### config.mk
export PLATFORM = sky130hd
export DESIGN_NAME = cl_shell_bridge
export DESIGN_NICKNAME = d
export VERILOG_FILES = /design/src/common/shell_pkg.sv /design/src/common/ddr_stat_pkg.sv /design/src/shell_ctrl.sv /design/src/ddr_stat/ddr_stat_channel.sv /design/src/cl_shell_bridge.sv
export SDC_FILE = /design/constraint.sdc
export NUM_CORES = 1
export LEC_CHECK = 0
export ABC_AREA = 1
export BUFFER_PORTS_ARGS = -buffer_cell sky130_fd_sc_hd__buf_2
export CORE_MARGIN = 5
export CORE_UTILIZATION = 61
export DETAILED_ROUTE_END_ITERATION = 8
export GPL_TIMING_DRIVEN = 1
export HOLD_SLACK_MARGIN = 0.06
export PLACE_DENSITY = 0.84
export SYNTH_ARGS = -nofsm -noshare
export SYNTH_HDL_FRONTEND = slang
export SYNTH_HIERARCHICAL = 1
export SYNTH_SLANG_ARGS = --single-unit
### constraint.sdc
create_clock -name clk_main_a0 -period 1.6 [get_ports clk_main_a0]
set_input_delay 0.08 -clock clk_main_a0 [delete_from_list [all_inputs] [get_ports clk_main_a0]]
set_output_delay 0.08 -clock clk_main_a0 [all_outputs]
set_load 0.02 [all_outputs]
### src/common/shell_pkg.sv
/*
 Shell-wide constants for the card-side bridge. Holds the reset slice
 depth, the DDR ready layout, the PCIe identity words and the FLR states.
 Imported by wildcard in shell_ctrl and the top level.
*/
`default_nettype none

package shell_pkg;

   // ------------------------------------------------------------------
   // Reset slices
   localparam int RST_SLICE_STAGES = 4;           // Flops per reset slice

   // ------------------------------------------------------------------
   // DDR ready vector, order D,C,B,A
   localparam int NUM_DDR   = 4;
   localparam int DDR_C_IDX = 2;                  // Channel C sits between B and D

   // ------------------------------------------------------------------
   // PCIe identity
   // ID0 is device ID over vendor ID
   localparam logic [31:0] CL_ID0_WORD = {16'hF010, 16'h1A2B};
   // ID1 is subsystem ID over subsystem vendor ID
   localparam logic [31:0] CL_ID1_WORD = {16'h0D51, 16'h1A2B};

   // FLR responder states
   typedef enum logic [1:0] {
      FLR_IDLE    = 2'd0,   // No FLR pending
      FLR_ARMED   = 2'd1,   // Assert seen, waiting one cycle
      FLR_DONE_HI = 2'd2,   // Done pulse high
      FLR_DONE_LO = 2'd3    // Done pulse low while still held
   } flr_state_t;

endpackage

`default_nettype wire

### src/common/ddr_stat_pkg.sv
/*
 Widths and counts for the DDR statistics channels A, B and D.
 The request and acknowledge field widths are derived here so that
 every pipe and port in the design agrees on them.
*/
`default_nettype none

package ddr_stat_pkg;

   // ------------------------------------------------------------------
   // Field widths
   localparam int STAT_ADDR_W = 8;
   localparam int STAT_DATA_W = 32;
   localparam int STAT_INT_W  = 8;

   // Packed pipe words
   localparam int STAT_REQ_W = 2 + STAT_ADDR_W + STAT_DATA_W;           // wr, rd, addr, wdata
   localparam int STAT_ACK_W = 1 + STAT_INT_W + STAT_DATA_W;            // ack, int, rdata

   // ------------------------------------------------------------------
   // Channel layout
   localparam int STAT_STAGES = 8;    // Retiming depth each direction
   localparam int NUM_STAT_CH = 3;

   // Stat channel index, C has no stat port
   typedef enum logic [1:0] {
      STAT_CH_A = 2'd0,
      STAT_CH_B = 2'd1,
      STAT_CH_D = 2'd2
   } stat_ch_t;

endpackage

`default_nettype wire

### src/shell_ctrl.sv
/*
 Shell control block. Answers function-level reset with the done pulse,
 builds the four-bit DDR ready vector and drives the memory and core
 reset slices. Everything is cleared asynchronously by sync_rst_n.
*/
`timescale 1ns/1ps
`default_nettype none

module shell_ctrl
   import shell_pkg::*;
   import ddr_stat_pkg::*;
(
   input  logic                   clk_main_a0,
   input  logic                   sync_rst_n,
   input  logic                   flr_assert,      // Level held by the shell during FLR
   input  logic [NUM_STAT_CH-1:0] ddr_ready_abd,   // Order D,B,A
   input  logic                   ddr_c_ready,
   output logic                   flr_done,
   output logic [NUM_DDR-1:0]     ddr_ready,       // Order D,C,B,A
   output logic                   ddr_rst_n,
   output logic                   core_rst_n
);

   // ------------------------------------------------------------------
   // FLR responder
   flr_state_t flr_state;
   flr_state_t flr_state_nxt;
   logic       flr_assert_q;                       // Registered assert level

   always_ff @(posedge clk_main_a0 or negedge sync_rst_n)
   begin
      if (!sync_rst_n)
      begin
         flr_assert_q <= 1'b0;
         flr_state    <= FLR_IDLE;
      end
      else
      begin
         flr_assert_q <= flr_assert;
         flr_state    <= flr_state_nxt;
      end
   end

   always_comb
   begin
      flr_state_nxt = flr_state;
      case (flr_state)
         FLR_IDLE:
            if (flr_assert)
               flr_state_nxt = FLR_ARMED;              // Same edge that loads flr_assert_q
         FLR_ARMED:
            flr_state_nxt = FLR_DONE_HI;               // Assert already registered on entry
         FLR_DONE_HI:
            flr_state_nxt = flr_assert_q ? FLR_DONE_LO : FLR_IDLE;
         FLR_DONE_LO:
            flr_state_nxt = flr_assert_q ? FLR_DONE_HI : FLR_IDLE;
         default:
            flr_state_nxt = FLR_IDLE;
      endcase
   end

   // Moore output that toggles while the shell holds FLR
   assign flr_done = (flr_state == FLR_DONE_HI);

   // ------------------------------------------------------------------
   // DDR ready collection
   logic ddr_c_ready_q;                            // C flag comes from a far-off region

   always_ff @(posedge clk_main_a0 or negedge sync_rst_n)
   begin
      if (!sync_rst_n)
         ddr_c_ready_q <= 1'b0;
      else
         ddr_c_ready_q <= ddr_c_ready;
   end

   // Slot the registered C flag in between B and D
   assign ddr_ready = {ddr_ready_abd[NUM_STAT_CH-1:DDR_C_IDX],
                       ddr_c_ready_q,
                       ddr_ready_abd[DDR_C_IDX-1:0]};

   // ------------------------------------------------------------------
   // Reset slices fill with ones after release
   logic [RST_SLICE_STAGES-1:0] ddr_rst_pipe;      // Memory side
   logic [RST_SLICE_STAGES-1:0] core_rst_pipe;     // User core

   always_ff @(posedge clk_main_a0 or negedge sync_rst_n)
   begin
      if (!sync_rst_n)
      begin
         ddr_rst_pipe  <= '0;
         core_rst_pipe <= '0;
      end
      else
      begin
         ddr_rst_pipe  <= {ddr_rst_pipe[RST_SLICE_STAGES-2:0], 1'b1};
         core_rst_pipe <= {core_rst_pipe[RST_SLICE_STAGES-2:0], 1'b1};
      end
   end

   assign ddr_rst_n  = ddr_rst_pipe[RST_SLICE_STAGES-1];    // High after 4 edges
   assign core_rst_n = core_rst_pipe[RST_SLICE_STAGES-1];

endmodule

`default_nettype wire

### src/ddr_stat/ddr_stat_channel.sv
/*
 One DDR statistics channel. Retimes host requests toward the memory
 controller and acknowledges back toward the host, each through a fixed
 pipe of STAT_STAGES flops. No back-pressure, the pipes advance every cycle.
*/
`timescale 1ns/1ps
`default_nettype none

module ddr_stat_channel
   import ddr_stat_pkg::*;
(
   input  logic                   clk_main_a0,
   input  logic                   sync_rst_n,
   // Host side requests
   input  logic                   host_wr,         // One-cycle strobe
   input  logic                   host_rd,         // One-cycle strobe
   input  logic [STAT_ADDR_W-1:0] host_addr,
   input  logic [STAT_DATA_W-1:0] host_wdata,
   // Memory side acknowledges
   input  logic                   mem_ack,
   input  logic [STAT_INT_W-1:0]  mem_int,
   input  logic [STAT_DATA_W-1:0] mem_rdata,
   // Toward memory
   output logic                   mem_wr,
   output logic                   mem_rd,
   output logic [STAT_ADDR_W-1:0] mem_addr,
   output logic [STAT_DATA_W-1:0] mem_wdata,
   // Toward host
   output logic                   host_ack,
   output logic [STAT_INT_W-1:0]  host_int,
   output logic [STAT_DATA_W-1:0] host_rdata
);

   // ------------------------------------------------------------------
   // Pipe storage, stage 0 nearest the source
   logic [STAT_REQ_W-1:0] req_pipe [STAT_STAGES];   // 42 bits per stage
   logic [STAT_ACK_W-1:0] ack_pipe [STAT_STAGES];   // 41 bits per stage

   always_ff @(posedge clk_main_a0 or negedge sync_rst_n)
   begin
      if (!sync_rst_n)
      begin
         // Strobes must not fire out of reset
         for (int i = 0; i < STAT_STAGES; i++)
         begin
            req_pipe[i] <= '0;
            ack_pipe[i] <= '0;
         end
      end
      else
      begin
         req_pipe[0] <= {host_wr, host_rd, host_addr, host_wdata};
         ack_pipe[0] <= {mem_ack, mem_int, mem_rdata};
         for (int i = 1; i < STAT_STAGES; i++)
         begin
            req_pipe[i] <= req_pipe[i-1];          // Shift toward memory
            ack_pipe[i] <= ack_pipe[i-1];          // Shift toward host
         end
      end
   end

   // ------------------------------------------------------------------
   // Unpack the last stage
   assign {mem_wr, mem_rd, mem_addr, mem_wdata} = req_pipe[STAT_STAGES-1];
   assign {host_ack, host_int, host_rdata}      = ack_pipe[STAT_STAGES-1];

endmodule

`default_nettype wire

### src/cl_shell_bridge.sv
/*
 Card-side shell bridge top level. Ties the shell control block to the
 shell ports, runs one statistics channel each for DDR A, B and D and
 drives the constant PCIe identity words.
*/
`timescale 1ns/1ps
`default_nettype none

module cl_shell_bridge
   import shell_pkg::*;
   import ddr_stat_pkg::*;
(
   input  logic                                    clk_main_a0,
   input  logic                                    sync_rst_n,
   // Shell side
   input  logic                                    flr_assert,
   input  logic [NUM_STAT_CH-1:0]                  ddr_ready_abd,   // D,B,A
   input  logic                                    ddr_c_ready,
   input  logic [NUM_STAT_CH-1:0]                  host_stat_wr,
   input  logic [NUM_STAT_CH-1:0]                  host_stat_rd,
   input  logic [NUM_STAT_CH-1:0][STAT_ADDR_W-1:0] host_stat_addr,
   input  logic [NUM_STAT_CH-1:0][STAT_DATA_W-1:0] host_stat_wdata,
   // Memory side
   input  logic [NUM_STAT_CH-1:0]                  mem_stat_ack,
   input  logic [NUM_STAT_CH-1:0][STAT_INT_W-1:0]  mem_stat_int,
   input  logic [NUM_STAT_CH-1:0][STAT_DATA_W-1:0] mem_stat_rdata,
   // Control outputs
   output logic                                    flr_done,
   output logic [NUM_DDR-1:0]                      ddr_ready,       // D,C,B,A
   output logic                                    ddr_rst_n,
   output logic                                    core_rst_n,
   output logic [31:0]                             cl_id0,
   output logic [31:0]                             cl_id1,
   // Toward memory
   output logic [NUM_STAT_CH-1:0]                  mem_stat_wr,
   output logic [NUM_STAT_CH-1:0]                  mem_stat_rd,
   output logic [NUM_STAT_CH-1:0][STAT_ADDR_W-1:0] mem_stat_addr,
   output logic [NUM_STAT_CH-1:0][STAT_DATA_W-1:0] mem_stat_wdata,
   // Toward host
   output logic [NUM_STAT_CH-1:0]                  host_stat_ack,
   output logic [NUM_STAT_CH-1:0][STAT_INT_W-1:0]  host_stat_int,
   output logic [NUM_STAT_CH-1:0][STAT_DATA_W-1:0] host_stat_rdata
);

   // ------------------------------------------------------------------
   // PCIe identity
   assign cl_id0 = CL_ID0_WORD;    // Device / vendor
   assign cl_id1 = CL_ID1_WORD;    // Subsystem / subsystem vendor

   // FLR, DDR ready and reset slices
   shell_ctrl u_ctrl (
      .clk_main_a0   (clk_main_a0),
      .sync_rst_n    (sync_rst_n),
      .flr_assert    (flr_assert),
      .ddr_ready_abd (ddr_ready_abd),
      .ddr_c_ready   (ddr_c_ready),
      .flr_done      (flr_done),
      .ddr_ready     (ddr_ready),
      .ddr_rst_n     (ddr_rst_n),
      .core_rst_n    (core_rst_n)
   );

   // ------------------------------------------------------------------
   // Statistics channels, one per stat-capable controller
   for (genvar ch = int'(STAT_CH_A); ch < NUM_STAT_CH; ch++)
   begin : g_stat
      case (stat_ch_t'(ch))
         STAT_CH_A:
         begin : g_a
            ddr_stat_channel u_stat_a (
               .clk_main_a0 (clk_main_a0),     .sync_rst_n (sync_rst_n),
               .host_wr     (host_stat_wr[ch]), .host_rd    (host_stat_rd[ch]),
               .host_addr   (host_stat_addr[ch]), .host_wdata (host_stat_wdata[ch]),
               .mem_ack     (mem_stat_ack[ch]), .mem_int    (mem_stat_int[ch]),
               .mem_rdata   (mem_stat_rdata[ch]),
               .mem_wr      (mem_stat_wr[ch]),  .mem_rd     (mem_stat_rd[ch]),
               .mem_addr    (mem_stat_addr[ch]), .mem_wdata  (mem_stat_wdata[ch]),
               .host_ack    (host_stat_ack[ch]), .host_int   (host_stat_int[ch]),
               .host_rdata  (host_stat_rdata[ch])
            );
         end
         STAT_CH_B:
         begin : g_b
            ddr_stat_channel u_stat_b (
               .clk_main_a0 (clk_main_a0),     .sync_rst_n (sync_rst_n),
               .host_wr     (host_stat_wr[ch]), .host_rd    (host_stat_rd[ch]),
               .host_addr   (host_stat_addr[ch]), .host_wdata (host_stat_wdata[ch]),
               .mem_ack     (mem_stat_ack[ch]), .mem_int    (mem_stat_int[ch]),
               .mem_rdata   (mem_stat_rdata[ch]),
               .mem_wr      (mem_stat_wr[ch]),  .mem_rd     (mem_stat_rd[ch]),
               .mem_addr    (mem_stat_addr[ch]), .mem_wdata  (mem_stat_wdata[ch]),
               .host_ack    (host_stat_ack[ch]), .host_int   (host_stat_int[ch]),
               .host_rdata  (host_stat_rdata[ch])
            );
         end
         default:
         begin : g_d
            // Last slot is DDR D
            ddr_stat_channel u_stat_d (
               .clk_main_a0 (clk_main_a0),     .sync_rst_n (sync_rst_n),
               .host_wr     (host_stat_wr[ch]), .host_rd    (host_stat_rd[ch]),
               .host_addr   (host_stat_addr[ch]), .host_wdata (host_stat_wdata[ch]),
               .mem_ack     (mem_stat_ack[ch]), .mem_int    (mem_stat_int[ch]),
               .mem_rdata   (mem_stat_rdata[ch]),
               .mem_wr      (mem_stat_wr[ch]),  .mem_rd     (mem_stat_rd[ch]),
               .mem_addr    (mem_stat_addr[ch]), .mem_wdata  (mem_stat_wdata[ch]),
               .host_ack    (host_stat_ack[ch]), .host_int   (host_stat_int[ch]),
               .host_rdata  (host_stat_rdata[ch])
            );
         end
      endcase
   end

endmodule

`default_nettype wire

# Word level (Yosys, flattened, before mapping)
# Cells that the tools add are included.
# Widths: inputs -> output; s select.
dict set report classes {
  n_eq_ne 4
  muxes 4
  n_reduce_logical 1
}
# cell count
set op_table {}
lappend op_table {{$pmux 2 s4} 1}
lappend op_table {{$mux 2} 3}
lappend op_table {{$eq 2x2->1 const B} 2}
lappend op_table {{$eq 2x1->1 const B} 1}
lappend op_table {{$logic_not 2->1} 1}
lappend op_table {{$ne 2x2->1 const B} 1}
dict set report word_totals {
  register_bits 2004
  output_inout_bits 320
  word_cells 62
}

# Logic depth before layout (Yosys ltp)
dict set report depth {
  depth_word 2
  ltp_mapped 3
  depth_no_buf 3
}

# Hierarchy
# The synthesis kept the hierarchy.
# module seq_area_each_um2 cells_each area_per_inst_um2 instances
set by_module_without_submodules {}
lappend by_module_without_submodules {ddr_stat_channel 16615.9 744 17216.5 3}
lappend by_module_without_submodules {cl_shell_bridge 0.0 66 488.0 1}
lappend by_module_without_submodules {shell_ctrl 200.2 21 272.8 1}

# Least setup slack after synthesis
# No wires, ideal clock.
dict set report synth_path {
  path_type {reg2out}
  startpoint {register u_ctrl.flr_state[1]}
  endpoint {output flr_done}
  setup_slack_ps 863
  stages_incl_launch_ff 3
  required_ps 1520
  t_arrival_ps 657
  path_cell_list {dfrtp_1 > inv_2 > nor2_1}
}
dict set report synth_via {
  elab_chain_len 1
}
# item line_no
set synth_rtl {}
lappend synth_rtl {{start, declared} shell_ctrl.sv:26} ;# flr_state_t flr_state;
lappend synth_rtl {{start signal, assigned} shell_ctrl.sv:40} ;# flr_state <= flr_state_nxt;
lappend synth_rtl {{$eq 2x2->1} shell_ctrl.sv:63} ;# assign flr_done = (flr_state == FLR_DONE_HI);
lappend synth_rtl {{end, declared} cl_shell_bridge.sv:28} ;# output logic flr_done,
# Every way passes these cells.

# Worst setup path after layout
# Same ends and word-level chain as after synthesis.

==> run summary <==
HP Class -> in -> out
PD cells -> 1550 nW/um2
routed vias/inst -> 4.77
Placer Congestion -> 0.807
Gate Count Post-Synth -> 2319
sequential share of the synthesized area -> 0.955
gr ovfl total -> 0
I/O Buffers -> 505
final std cells w/o fill -> 4647
H-tree depth -> 4
final hold vios -> 0
WHS Endpoint -> ddr_ready[3]
most common cell after layout, fill and taps aside -> dfrtp_1
Final Core Density -> 0.780
initial DRC count -> 1288
Fmax -> 649 MHz
GRT Overall Usage -> 0.295
vias in the first global route -> 27600
Synth Area in XOR/XNOR -> 0
chip height -> 303 um
Pleak -> 31.2 nW
slowest cell on the critical path -> dfrtp_1
Final Max Tran Viols -> 0
post-synth top area share -> 0.955
Core Region -> 85300 um2
placed insts -> 3809
startpoint type of the worst setup path -> flip-flop
ranking of synthesized cells by area -> dfrtp_1 95%, buf_4 4.4%, conb_1 0.021%
synth warn -> 6
worst-skew pair later-pin latency -> 0.77 ns
P&R area growth vs syn -> 26.9%
CTS tree -> yes
status -> completed
Sw Pwr -> 23.2 mW
Routed WL -> 130 mm
worst r2r dst -> u_ctrl/flr_state[0]
max_cap viols -> 0
Syn Std Cell Area -> 52400 um2
period utilization -> 0.964
first-pass GRT wire length -> 191 mm
final setup skew -> 0.0316 ns
mux share of post-synthesis cell area -> 0
largest family of logic cells by synthesized area -> buffers and inverters
die span in x -> 303 um
Post-Synth Simple-Gate Area -> 0.000263
Netlist cell types -> 9
Setup violations, final -> 0
WHS -> 0.160 ns
top-level port count -> 576
Peak VDD IR -> 1.40 mV
Max FO, Critical Path -> 3
commonest non-fill, non-tap cells in the layout -> 2000 x dfrtp_1, 503 x dlygate4sd3_1, 503 x buf_2
layout cells sized above 1 -> 0.250
CP endpoint kind -> output pin
final net count -> 3603
unrepaired setup endpoints after global routing -> false
largest net degree at the start of global routing -> 82
compound-cell area share of the yosys netlist -> 0.000191
DRC Markers -> 0
setup_tns -> 0 ns
internal power -> 79.8 mW
register-to-register setup slack -> 0.79 ns
DP HPWL -> 60.6 mm
ANT nets after route -> 0
starting density of the core -> 0.615
Filler cells -> 3800
post-synthesis adder-cell area fraction -> 0
#FFs+latches synth -> 2000
switching part of the total -> 0.225
Clock Root Buffer -> clkbuf_16
initial antenna violation count -> 21
Reg-to-Reg Start -> u_ctrl/flr_state[0]
Num CTS Buffers -> 176
clock sink count -> 2000
crit path cell chain -> inv_2 -> nor2_1 -> buf_4
Data required, critical path -> 1.52 ns
CTS Buffer Depth -> 3
fin crit period -> 1.54 ns
Clock Power Share -> 0.433
WS Path Type -> reg -> out
Hold Path Depth -> 0
R2R cell count -> 3
Flop pwr share -> 0.529
row cnt -> 107
Clock transition at path regs -> 0.07 ns
HP Start -> ddr_ready_abd[2]
Arr. time, crit path -> 1.46 ns
combinational power share -> 0.038
Mean Syn Cell Area -> 22.6 um2
leading area contributor after synthesis -> dfrtp_1
drt first pass iters -> 6
wire per inst -> 28.0 um
vias -> 22200
delay of the slowest critical-path stage -> 0.40 ns
Die ar. -> 91900 um2
## cells by family after synthesis
| logic type | count (synthesis) |
|---|---|
| AO/OA/AOI/OAI | 2 |
| AND/OR/NAND/NOR | 3 |
| flip-flops | 2000 |
| other | 3 |
| buffers and inverters | 311 |
## area by class of cell
| class | instances | area (um2) | area share |
|---|---|---|---|
| antenna | 16 | 40.0 | 0.000602 |
| clock buffer | 263 | 5220 | 0.0784 |
| timing repair buffer | 1097 | 8740 | 0.131 |
| clock inverter | 55 | 768 | 0.0116 |
| multi-input combinational | 70 | 268 | 0.00403 |
| tap | 1144 | 1430 | 0.0215 |
| sequential | 2000 | 50000 | 0.752 |
| inverter | 2 | 7.51 | 0.000113 |
## critical path: cells and delay by family, from the launching register on
| kind | cells | cell delay (ns) |
|---|---|---|
| and+or+nand+nor | 1 | 0.05 |
| buffers and inverters | 2 | 0.25 |
| DFF | 1 | 0.40 |
## cell usage after synthesis (all sizes together)
cell / count
buf: 309
inv: 2
dfrtp: 2000
o21ai: 1
nor2: 3
a21oi: 1
conb: 3
## routing by layer
layer	up-vias	track usage	routed length, um
met5	-	0	83
met4	12	0.125	5570
met3	279	0.0686	6580
met2	749	0.539	73700
met1	12300	0.337	44100
li1	8859	-	-
## power by group through the flow
stage          combinational, mW  sequential (mW)  clock (mW)
2_1_floorplan               1.20             54.5           0
3_3_place_gp                2.61             54.8           0
3_5_place_dp                2.77             55.1           0
4_1_cts                     3.84             54.4        44.7
5_1_grt                     4.26             54.6        47.6
6_report                    3.92             54.4        44.6
## how the worst max path moves through the flow
| stage | depth (start not counted) | from | to | slack (ns) |
|---|---|---|---|---|
| floorplan | 2 | u_ctrl/flr_state[1] | flr_done | 0.86 |
| global placement | 3 | sync_rst_n | g_stat[0].g_a.u_stat_a/ack_pipe[327] | 0.64 |
| detailed placement | 3 | sync_rst_n | g_stat[0].g_a.u_stat_a/ack_pipe[81] | 0.60 |
| CTS | 3 | u_ctrl/flr_state[1] | flr_done | 0.02 |
| global route | 3 | u_ctrl/flr_state[1] | flr_done | 0.005 |
| finish | 3 | u_ctrl/flr_state[1] | flr_done | 0.06 |
## flip-flops by register name, summed over array words and instances, names as in the netlist, 2 cells and up
name,count
g_stat.g_d.u_stat_d/mem_wdata,32
u_ctrl/core_rst_pipe,4
g_stat.g_a.u_stat_a/req_pipe,294
g_stat.g_d.u_stat_d/host_rdata,32
g_stat.g_a.u_stat_a/mem_wdata,32
g_stat.g_d.u_stat_d/mem_addr,8
g_stat.g_b.u_stat_b/host_int,8
u_ctrl/flr_state,2
g_stat.g_b.u_stat_b/req_pipe,294
g_stat.g_b.u_stat_b/host_rdata,32
g_stat.g_b.u_stat_b/mem_addr,8
g_stat.g_b.u_stat_b/mem_wdata,32
g_stat.g_b.u_stat_b/ack_pipe,287
g_stat.g_a.u_stat_a/host_rdata,32
g_stat.g_d.u_stat_d/req_pipe,294
g_stat.g_d.u_stat_d/ack_pipe,287
g_stat.g_a.u_stat_a/host_int,8
g_stat.g_a.u_stat_a/mem_addr,8
g_stat.g_d.u_stat_d/host_int,8
g_stat.g_a.u_stat_a/ack_pipe,287
## per-stage QoR
step	setup WS [ns]	cell area, um2	power, mW
2_1_floorplan	0.863	52600	55.7
3_3_place_gp	0.636	55400	57.4
3_5_place_dp	0.598	55400	57.9
4_1_cts	0.0184	66500	103
5_1_grt	0.00491	66500	106
6_report	0.0584	66500	103
## timing repair
item | 4_1_cts | 5_1_grt
endpoints found under the setup margin | 0 | 1
hold buffers | 504 | 0
setup buffers | 0 | 0
hold endpoints to repair | 2252 | 0
resized for setup | 0 | 1
No activity file was read; power rests on OpenSTA's default activity.
